<file path="src/hw/calib_pkg.sv">
/*
 * Calibration subsystem shared definitions
 * System bus widths and types, register map and default data widths
 */

`default_nettype none

package calib_pkg;

  ////////////////////////////////////////////////////////////
  // System bus
  ////////////////////////////////////////////////////////////

  localparam int unsigned BUS_AW = 32;
  localparam int unsigned BUS_DW = 32;

  typedef logic [BUS_AW-1:0] bus_addr_t;
  typedef logic [BUS_DW-1:0] bus_data_t;

  ////////////////////////////////////////////////////////////
  // Data widths
  ////////////////////////////////////////////////////////////

  // Gain width, unity is 1 << (DWM-2)
  localparam int unsigned CALIB_DWM_DEF = 16;
  // Sample and offset width
  localparam int unsigned CALIB_DWS_DEF = 14;

  ////////////////////////////////////////////////////////////
  // Register map
  ////////////////////////////////////////////////////////////

  // Low address bits seen by the block
  localparam int unsigned CALIB_AW = 20;

  // ADC gain and offset pairs
  localparam logic [CALIB_AW-1:0] ADC_MUL0_OFS = 20'h00040;
  localparam logic [CALIB_AW-1:0] ADC_SUM0_OFS = 20'h00044;
  localparam logic [CALIB_AW-1:0] ADC_MUL1_OFS = 20'h00048;
  localparam logic [CALIB_AW-1:0] ADC_SUM1_OFS = 20'h0004C;
  // DAC gain and offset pairs
  localparam logic [CALIB_AW-1:0] DAC_MUL0_OFS = 20'h00050;
  localparam logic [CALIB_AW-1:0] DAC_SUM0_OFS = 20'h00054;
  localparam logic [CALIB_AW-1:0] DAC_MUL1_OFS = 20'h00058;
  localparam logic [CALIB_AW-1:0] DAC_SUM1_OFS = 20'h0005C;

endpackage

`default_nettype wire

</file>
<file path="src/hw/sys_bus_if.sv">
/*
 * System bus bundle
 * Single-cycle read and write strobes, one-cycle ack and err response
 */

`timescale 1ns/100ps
`default_nettype none

interface sys_bus_if (
  input logic bus,
  input logic arst_n
);
  import calib_pkg::*;

  // Request side
  bus_addr_t addr;
  bus_data_t wdata;
  logic      wen;
  logic      ren;

  // Response side, one cycle after the strobe
  bus_data_t rdata;
  logic      ack;
  logic      err;

  // Bus master
  modport m (
    input  bus, arst_n,
    output addr, wdata, wen, ren,
    input  rdata, ack, err
  );

  // Register slave
  modport s (
    input  bus, arst_n,
    input  addr, wdata, wen, ren,
    output rdata, ack, err
  );

endinterface

`default_nettype wire

</file>
<file path="src/hw/calib_regs.sv">
/*
 * Calibration register block
 * Gain and offset per ADC and DAC channel, written and read over the system bus
 * Unmapped addresses answer with err and zero read data
 */

`timescale 1ns/100ps
`default_nettype none

module calib_regs #(
  parameter int unsigned DWM = calib_pkg::CALIB_DWM_DEF,
  parameter int unsigned DWS = calib_pkg::CALIB_DWS_DEF
) (
  sys_bus_if.s                         sys,
  // ADC channel settings
  output logic signed [1:0][DWM-1:0] adc_mul,
  output logic signed [1:0][DWS-1:0] adc_sum,
  // DAC channel settings
  output logic signed [1:0][DWM-1:0] dac_mul,
  output logic signed [1:0][DWS-1:0] dac_sum
);
  import calib_pkg::*;

  // Gain of one
  localparam logic [DWM-1:0] GAIN_UNITY = DWM'(1) << (DWM-2);

  ////////////////////////////////////////////////////////////
  // Address decode
  ////////////////////////////////////////////////////////////

  logic [CALIB_AW-1:0] reg_addr;
  // One bit per register, in map order
  logic [7:0]          sel;
  logic                hit;
  bus_data_t           rd_mux;

  // Sign extension to bus width
  function automatic bus_data_t sext_mul(input logic signed [DWM-1:0] val);
    return BUS_DW'(val);
  endfunction

  function automatic bus_data_t sext_sum(input logic signed [DWS-1:0] val);
    return BUS_DW'(val);
  endfunction

  assign reg_addr = sys.addr[CALIB_AW-1:0];

  always_comb begin
    sel    = '0;
    rd_mux = '0;
    case (reg_addr)
      ADC_MUL0_OFS: begin sel[0] = 1'b1; rd_mux = sext_mul(adc_mul[0]); end
      ADC_SUM0_OFS: begin sel[1] = 1'b1; rd_mux = sext_sum(adc_sum[0]); end
      ADC_MUL1_OFS: begin sel[2] = 1'b1; rd_mux = sext_mul(adc_mul[1]); end
      ADC_SUM1_OFS: begin sel[3] = 1'b1; rd_mux = sext_sum(adc_sum[1]); end
      DAC_MUL0_OFS: begin sel[4] = 1'b1; rd_mux = sext_mul(dac_mul[0]); end
      DAC_SUM0_OFS: begin sel[5] = 1'b1; rd_mux = sext_sum(dac_sum[0]); end
      DAC_MUL1_OFS: begin sel[6] = 1'b1; rd_mux = sext_mul(dac_mul[1]); end
      DAC_SUM1_OFS: begin sel[7] = 1'b1; rd_mux = sext_sum(dac_sum[1]); end
      // Unmapped, leaves zero data
      default: ;
    endcase
  end

  assign hit = |sel;

  ////////////////////////////////////////////////////////////
  // Setting registers
  ////////////////////////////////////////////////////////////

  // Written at the strobe edge, upper wdata bits dropped
  always_ff @(posedge sys.bus or negedge sys.arst_n) begin
    if (!sys.arst_n) begin
      adc_mul <= {2{GAIN_UNITY}};
      adc_sum <= '0;
      dac_mul <= {2{GAIN_UNITY}};
      dac_sum <= '0;
    end else if (sys.wen) begin
      if (sel[0]) adc_mul[0] <= sys.wdata[DWM-1:0];
      if (sel[1]) adc_sum[0] <= sys.wdata[DWS-1:0];
      if (sel[2]) adc_mul[1] <= sys.wdata[DWM-1:0];
      if (sel[3]) adc_sum[1] <= sys.wdata[DWS-1:0];
      if (sel[4]) dac_mul[0] <= sys.wdata[DWM-1:0];
      if (sel[5]) dac_sum[0] <= sys.wdata[DWS-1:0];
      if (sel[6]) dac_mul[1] <= sys.wdata[DWM-1:0];
      if (sel[7]) dac_sum[1] <= sys.wdata[DWS-1:0];
    end
  end

  ////////////////////////////////////////////////////////////
  // Bus response
  ////////////////////////////////////////////////////////////

  // Ack one cycle after any strobe, err on a miss
  always_ff @(posedge sys.bus or negedge sys.arst_n) begin
    if (!sys.arst_n) begin
      sys.ack <= 1'b0;
      sys.err <= 1'b0;
    end else begin
      sys.ack <= sys.wen | sys.ren;
      sys.err <= (sys.wen | sys.ren) & ~hit;
    end
  end

  // Read data captured with the strobe
  // Zero on a miss, as the mux default
  always_ff @(posedge sys.bus) begin
    if (sys.wen | sys.ren) begin
      sys.rdata <= rd_mux;
    end
  end

endmodule

`default_nettype wire

</file>
<file path="src/hw/calib_channel.sv">
/*
 * Calibration pipeline for one sample stream
 * out = saturate((in * gain) >>> (DWM-2) + offset), two cycles of latency
 */

`timescale 1ns/100ps
`default_nettype none

module calib_channel #(
  parameter int unsigned DWM = calib_pkg::CALIB_DWM_DEF,
  parameter int unsigned DWS = calib_pkg::CALIB_DWS_DEF
) (
  input  logic                  bus,
  input  logic                  arst_n,
  // Settings from the register block
  input  logic signed [DWM-1:0] gain,
  input  logic signed [DWS-1:0] offset,
  // Sample in
  input  logic                  in_valid,
  input  logic signed [DWS-1:0] in_data,
  // Sample out
  output logic                  out_valid,
  output logic signed [DWS-1:0] out_data
);

  // Full product width
  localparam int unsigned PW = DWS + DWM;
  // Product width after the unity shift
  localparam int unsigned SW = PW - (DWM - 2);

  // Output limits
  localparam logic signed [DWS-1:0] SAT_MAX = {1'b0, {(DWS-1){1'b1}}};
  localparam logic signed [DWS-1:0] SAT_MIN = {1'b1, {(DWS-1){1'b0}}};

  ////////////////////////////////////////////////////////////
  // Stage one
  ////////////////////////////////////////////////////////////

  logic                  vld_s1;
  logic signed [PW-1:0]  prod_s1;
  logic signed [DWS-1:0] offs_s1;

  always_ff @(posedge bus or negedge arst_n) begin
    if (!arst_n) begin
      vld_s1 <= 1'b0;
    end else begin
      vld_s1 <= in_valid;
    end
  end

  // Gain and offset as seen on entry
  always_ff @(posedge bus) begin
    if (in_valid) begin
      prod_s1 <= in_data * gain;
      offs_s1 <= offset;
    end
  end

  ////////////////////////////////////////////////////////////
  // Stage two
  ////////////////////////////////////////////////////////////

  logic signed [SW-1:0]  prod_sh;
  // One guard bit for the offset add
  logic signed [SW:0]    sum;
  logic signed [DWS-1:0] sat;

  assign prod_sh = SW'(prod_s1 >>> (DWM - 2));
  assign sum     = prod_sh + offs_s1;

  // Clamp to the DWS range
  always_comb begin
    if (sum > SAT_MAX) begin
      sat = SAT_MAX;
    end else if (sum < SAT_MIN) begin
      sat = SAT_MIN;
    end else begin
      sat = sum[DWS-1:0];
    end
  end

  always_ff @(posedge bus or negedge arst_n) begin
    if (!arst_n) begin
      out_valid <= 1'b0;
    end else begin
      out_valid <= vld_s1;
    end
  end

  always_ff @(posedge bus) begin
    if (vld_s1) begin
      out_data <= sat;
    end
  end

endmodule

`default_nettype wire

</file>
<file path="src/hw/calib_top.sv">
/*
 * Calibration subsystem top level
 * Register block on the system bus feeding two ADC and two DAC pipelines
 */

`timescale 1ns/100ps
`default_nettype none

module calib_top #(
  parameter int unsigned DWM = calib_pkg::CALIB_DWM_DEF,
  parameter int unsigned DWS = calib_pkg::CALIB_DWS_DEF
) (
  input  logic                        bus,
  input  logic                        arst_n,
  // System bus
  input  calib_pkg::bus_addr_t        addr,
  input  calib_pkg::bus_data_t        wdata,
  input  logic                        wen,
  input  logic                        ren,
  output calib_pkg::bus_data_t        rdata,
  output logic                        ack,
  output logic                        err,
  // ADC streams
  input  logic [1:0]                  adc_in_valid,
  input  logic signed [1:0][DWS-1:0]  adc_in_data,
  output logic [1:0]                  adc_out_valid,
  output logic signed [1:0][DWS-1:0]  adc_out_data,
  // DAC streams
  input  logic [1:0]                  dac_in_valid,
  input  logic signed [1:0][DWS-1:0]  dac_in_data,
  output logic [1:0]                  dac_out_valid,
  output logic signed [1:0][DWS-1:0]  dac_out_data
);

  ////////////////////////////////////////////////////////////
  // System bus
  ////////////////////////////////////////////////////////////

  sys_bus_if sys_bus (
    .bus    (bus),
    .arst_n (arst_n)
  );

  // Master side from the top ports
  assign sys_bus.addr  = addr;
  assign sys_bus.wdata = wdata;
  assign sys_bus.wen   = wen;
  assign sys_bus.ren   = ren;
  assign rdata         = sys_bus.rdata;
  assign ack           = sys_bus.ack;
  assign err           = sys_bus.err;

  ////////////////////////////////////////////////////////////
  // Registers
  ////////////////////////////////////////////////////////////

  logic signed [1:0][DWM-1:0] adc_mul;
  logic signed [1:0][DWS-1:0] adc_sum;
  logic signed [1:0][DWM-1:0] dac_mul;
  logic signed [1:0][DWS-1:0] dac_sum;

  calib_regs #(
    .DWM (DWM),
    .DWS (DWS)
  ) u_regs (
    .sys     (sys_bus.s),
    .adc_mul (adc_mul),
    .adc_sum (adc_sum),
    .dac_mul (dac_mul),
    .dac_sum (dac_sum)
  );

  ////////////////////////////////////////////////////////////
  // Channel pipelines
  ////////////////////////////////////////////////////////////

  // Index 0..1 ADC, 2..3 DAC
  logic [3:0]           ch_in_valid;
  logic [3:0][DWS-1:0]  ch_in_data;
  logic [3:0][DWM-1:0]  ch_gain;
  logic [3:0][DWS-1:0]  ch_offset;
  logic [3:0]           ch_out_valid;
  logic [3:0][DWS-1:0]  ch_out_data;

  assign ch_in_valid = {dac_in_valid, adc_in_valid};
  assign ch_in_data  = {dac_in_data, adc_in_data};
  assign ch_gain     = {dac_mul, adc_mul};
  assign ch_offset   = {dac_sum, adc_sum};

  assign {dac_out_valid, adc_out_valid} = ch_out_valid;
  assign {dac_out_data, adc_out_data}   = ch_out_data;

  for (genvar i = 0; i < 4; i++) begin : g_ch
    calib_channel #(
      .DWM (DWM),
      .DWS (DWS)
    ) u_channel (
      .bus       (bus),
      .arst_n    (arst_n),
      .gain      (ch_gain[i]),
      .offset    (ch_offset[i]),
      .in_valid  (ch_in_valid[i]),
      .in_data   (ch_in_data[i]),
      .out_valid (ch_out_valid[i]),
      .out_data  (ch_out_data[i])
    );
  end

endmodule

`default_nettype wire

</file>
<file path="config.mk">
export PLATFORM = sky130hd
export DESIGN_NAME = calib_top
export DESIGN_NICKNAME = d
export VERILOG_FILES = /design/src/hw/calib_pkg.sv /design/src/hw/sys_bus_if.sv /design/src/hw/calib_regs.sv /design/src/hw/calib_channel.sv /design/src/hw/calib_top.sv
export SDC_FILE = /design/constraint.sdc
export NUM_CORES = 2
export LEC_CHECK = 0
export ABC_CLOCK_PERIOD_IN_PS = 17500
export BUFFER_PORTS_ARGS = -buffer_cell sky130_fd_sc_hd__buf_2
export CORE_MARGIN = 2
export CORE_UTILIZATION = 50
export DETAILED_ROUTE_END_ITERATION = 7
export PLACE_DENSITY_LB_ADDON = 0.15
export SETUP_SLACK_MARGIN = 0.2
export SYNTH_ARGS = -nofsm -noshare
export SYNTH_HDL_FRONTEND = slang
export SYNTH_SLANG_ARGS = --single-unit
export TNS_END_PERCENT = 20
</file>
<file path="constraint.sdc">
create_clock -name bus -period 17.5 [get_ports bus]
set_clock_uncertainty 0.2 [all_clocks]
set_input_delay 1.75 -clock bus [delete_from_list [all_inputs] [get_ports bus]]
set_output_delay 1.75 -clock bus [all_outputs]
set_load 0.005 [all_outputs]
</file>
# After elaboration in Yosys (flattened, before gate mapping)
# Index checks and enable logic that the tools add are counted.
# word_totals
output_inout_bits,94
ff_bits,394
input_bits,128
# op_classes
reduce_logical,9
multipliers,4
mux,13
add_sub_neg,4
magnitude_cmp,8
n_eq_ne,8
n_bitwise,3
# op_table
operator,n
$pmux W32 S8,1
$eq A20 B7 Y1 const B,8
$mul A14 B16 Y30,4
$add A16 B14 Y17,4
$gt A17 B14 Y1 const B,4
$lt A17 B14 Y1 const B,4
$mux W14,4
$reduce_and A2 Y1,8
$mux W1,8
$reduce_or A8 Y1,1
$and A1 B1 Y1,1
$not A1 Y1,1
$or A1 B1 Y1,1

# Logic depth before layout (Yosys ltp)
# logic_depth
depth_word,5
mapped_depth,24
depth_no_buf,23

# Hierarchy
# From an unflattened synthesis, not the netlist that was laid out.
# unflattened
cells_unflattened,4574
hier_area_um2,47649.4
# by_module_without_submodules
mod,n_inst,seq_area_each_um2,cells_each,area_each_um2
calib_channel (g_ch[1].u_channel ...),2,1371.3,1051,10361.2
calib_channel (g_ch[0].u_channel),1,1371.3,1031,10169.8
calib_channel (g_ch[3].u_channel),1,1371.3,998,10169.8
calib_regs,1,3538.4,443,6587.6

# Least setup slack after synthesis
# OpenSTA, ideal clock, no wires.
# synth_path
path_type,input-to-reg
startpoint,input port adc_in_data[5] in the netlist's numbering
endpoint,"register g_ch[0].u_channel.prod_s1[23], data pin"
stages,20
path_buffers,1
setup_slack_ns,9.822
arrival_time_ns,7.212
required_time_ns,17.034
cell_sequence,clkbuf_1 -> nand2_1 -> fa_1 -> fa_1 -> fa_1 -> inv_1 -> fa_1 -> fa_1 -> inv_1 -> fa_1 -> inv_1 -> ha_1 -> a21o_1 -> a21o_1 -> a211oi_2 -> a211oi_1 -> or3_1 -> a31o_2 -> o41ai_1 -> xnor2_1
# synth_between
elab_chain_cells,1
# synth_rtl
element,line_no,source
from (decl),calib_top.sv:25,"input logic signed [1:0][DWS-1:0] adc_in_data,"
$mul A14 B16 Y30,calib_channel.sv:54,prod_s1 <= in_data * gain;
to (signal assigned),calib_channel.sv:54,
to (decl),calib_channel.sv:40,logic signed [PW-1:0] prod_s1;
# No other way between the ends.
# A chain may end at the register's enable or synchronous reset.

# Worst setup path in the final report
# layout_path
startpoint,input port adc_in_data[27] in the netlist's numbering
endpoint,"register g_ch[1].u_channel.prod_s1[28], data pin"
# layout_between
elab_chain_cells,1
# layout_rtl
element,line_no
$mul A14 B16 Y30,calib_channel.sv:54
to (signal assigned),calib_channel.sv:54
to (decl),calib_channel.sv:40
# No other way between the ends.

==> impl_metrics.toml <==
[floorplan]
core_area_um2 = 91900
initial_core_util_pct = 50.6
row_count = 111
fp.dieH_um = 309
io_pins = 222
die_w_um = 309
dieArea_um2 = 95500

[drt]
first_iter_violations = 2008
drt-pass1-iter-count = 6
avgViaCountPerCell = 5.24
drcViolationCount = 0
wl_per_cell_um = 18.9
drt-total-wl_um = 111000
via_count = 30800
ant_nets = 0

[clock_tree]
ctsHtreeMaxLevel = 2
clkLatencyLatePin_ns = 0.55
cts_buffers = 36
holdBufCountCts = 0
clock_path_buffers = 3
cts.reportedPaths.clkPinSlew_ns = 0.06
cts_resized = 0
cts_setup_buffers = 0
cts_tree = "done"
clock-sinks = 322
clockRootBuffer = "clkbuf_16"

[critical_path]
slowest_delay_ns = 0.57
slowest_stage = "a2111oi_2"
cpMostUsedCell = "fa_1"
r2r-start = "u_regs.adc_mul[21]"
reg2regPathDepth = 20
reg2reg_slack_ns = 10.15
crit_fanout = 13
critPathKind = "in -> reg"
r2r-end = "g_ch[1].u_channel.prod_s1[28]"
cp-end-kind = "register"
crit_arrival_ns = 8.21
crit_chain = "buf_2, inv_1, fa_1, fa_1, inv_1, fa_1, fa_1, fa_1, inv_1, fa_1, inv_1, ha_1, nand3_1, a2111oi_0, a21oi_1, o211ai_1, a21oi_1, a2111oi_2, o21a_1, nor2_1, xnor2_1"
required_ns = 17.58
setup.worst_path.start_class = "primary input"

[synthesis]
synthCells = 4517
yosysUniqueCellTypes = 76
synthTopCellsByCount = "inv_1, fa_1, and2_1"
synth_compound_area_share_pct = 6.16
synthMuxAreaShare_pct = 2.97
syn_area_um2 = 46500
ys_seq_elements = 322
synth_ff_type = "edfxtp_1"
synthTopCellsByArea = "fa_1, edfxtp_1, ha_1"
synthAdderAreaFrac_pct = 46.7
synth_area_leader_cell = "fa_1"
synth_warnings = 0
syn_area_per_cell_um2 = 10.3
synth_nets = 5857
synth-simple-area-share_pct = 12.7
synth-edff-count = 192
async_flop_share_pct = 40.4
synth_top_family_by_area = "adder cells"
synth_top_area_share_pct = 37.7
post-synth-top-count-cell = "inv_1"
ys_seq_area_share_pct = 19.4
synth-xor-area-share_pct = 2.62

[final_layout]
finalNonFillerCells = 5874
layout-drive-gt1-share_pct = 8.28
final_area_um2 = 49700
synthToLayoutAreaGrowth_pct = 6.78
nets = 5936

[timing]
post-route-period-util_pct = 46.4
max_clock_freq_ghz = 0.123
worst_slew_pin_slew_ns = 1.27
finalSetupViolations = 0
rsz0062_at_grt = "no"
report.final.slew_viol_count = 0
finalSetupTns_ns = 0
period_needed_ns = 8.13
timing.slew.headroom_pct = 15.2
hold_viol_final = 0

[placed_design]
dp.cells = 5801
dpl.hpwl_um = 88300
post_dp_cell_area_um2 = 48500
port_buffers = 193
place_congestion = 0.866

[pwr]
vdd_drop_max_uv = 58.4
powerDensity_nw_per_um2 = 40.1
total_leakage_power_nw = 25.1
total_power_mw = 1.99

[worst_hold_path]
holdPathStages = 0
worstHoldPathType = "reg -> reg"
hold_start = "u_regs.adc_sum[6]"
whs_endpoint = "g_ch[0].u_channel.offs_s1[6]"

[global_routing]
antenna_found_initial = 11
grt_max_degree = 78
first_global_vias = 32500
globalRouteOverflowTotal = 0
grt_first_pass_wirelength_um = 180000
grt.total_usage_pct = 24.4

[flow_run]
maxCapViolations = 0

[run_status]
status = "finished clean"
[worst max path at each step]
stage,depth (start not counted),startpoint,endpoint,slack [ns]
6_report,21,adc_in_data[27],g_ch[1].u_channel.prod_s1[28],9.37
2_1_floorplan,20,adc_in_data[5],g_ch[0].u_channel.prod_s1[23],9.82
4_1_cts,20,adc_in_data[27],g_ch[1].u_channel.prod_s1[29],9.40
3_3_place_gp,21,dac_in_data[13],g_ch[2].u_channel.prod_s1[29],8.89
5_1_grt,20,adc_in_data[27],g_ch[1].u_channel.prod_s1[29],8.99
3_5_place_dp,20,adc_in_data[27],g_ch[1].u_channel.prod_s1[29],8.84
[sequential cells by signal (all words and copies together) (netlist names), 16 cells and up]
name                     cells
u_regs.dac_sum              28
u_regs.adc_mul              32
u_regs.adc_sum              28
u_regs.sys.rdata            16
g_ch.u_channel.prod_s1      64
g_ch.u_channel.out_data     56
u_regs.dac_mul              32
g_ch.u_channel.offs_s1      56
[power by group]
part	switching, mW	total, mW	internal, mW
Clock	0.314	0.769	0.455
Combinational	0.218	0.350	0.133
Sequential	0.0178	0.875	0.858
Total	0.549	1.99	1.44
[final cells by class]
class	instances	area [um^2]
antenna	8	20.0
clock buffer	48	1050
clock inverter	17	164
fill	8426	42200
inverter	981	3680
multi-input combinational	3047	33100
sequential	322	9020
tap	1243	1560
timing repair buffer	208	1080
[per-layer routing]
metal / part of all wire (%) / vias up / global-route usage, %
li1: - / 14100 / -
met1: 46 / 15800 / 35.8
met2: 45 / 789 / 37.9
met3: 7.0 / 128 / 4.69
met4: 1.9 / 8 / 5.11
met5: 0.053 / - / 0
[placed cells by master (no fill, tap or decap), drive strengths merged, types with 12 or more instances in the layout]
master	instances
a211oi	18
a21o	72
a21oi	73
a221oi	21
a22o	17
a22oi	29
and2	466
buf	208
clkbuf	48
clkinv	12
dfrtp	126
edfxtp	192
fa	876
ha	336
inv	984
mux2	120
nand2	410
nand2b	28
nand3	36
nand4	15
nor2	115
nor2b	16
nor3	36
o21a	22
o21ai	79
o21bai	14
xnor2	99
xor2	40
[per-stage QoR]
step	worst slack, ns	hold WS [ns]	utilization, %
floorplan	9.82	0.241	-
global placement	8.89	0.286	52.7
detailed placement	8.84	0.285	52.7
CTS	9.40	0.311	54.0
global route	8.99	0.321	54.0
finish	9.37	0.305	54.1
[critical path: cells and delay by family]
kind	cells	cell delay, ns
xor gates and xnor gates	1	0.12
and+or+nand+nor	2	0.19
adders and majority gates	7	3.33
AOI/OAI and AO/OA	6	2.03
buffers and inverters	5	0.78
[logic make-up (layout without fill, tap and decap cells)]
group	after synthesis	in the layout
AO/OA/AOI/OAI	410	410
XOR/XNOR	139	139
adder cells (fa/ha/maj)	1212	1212
buffers and inverters	1148	1254
flip-flops	322	322
multiplexers	123	123
other	0	8
AND/OR/NAND/NOR	1163	1163
Note: power is estimated with default switching activity, not from simulation.
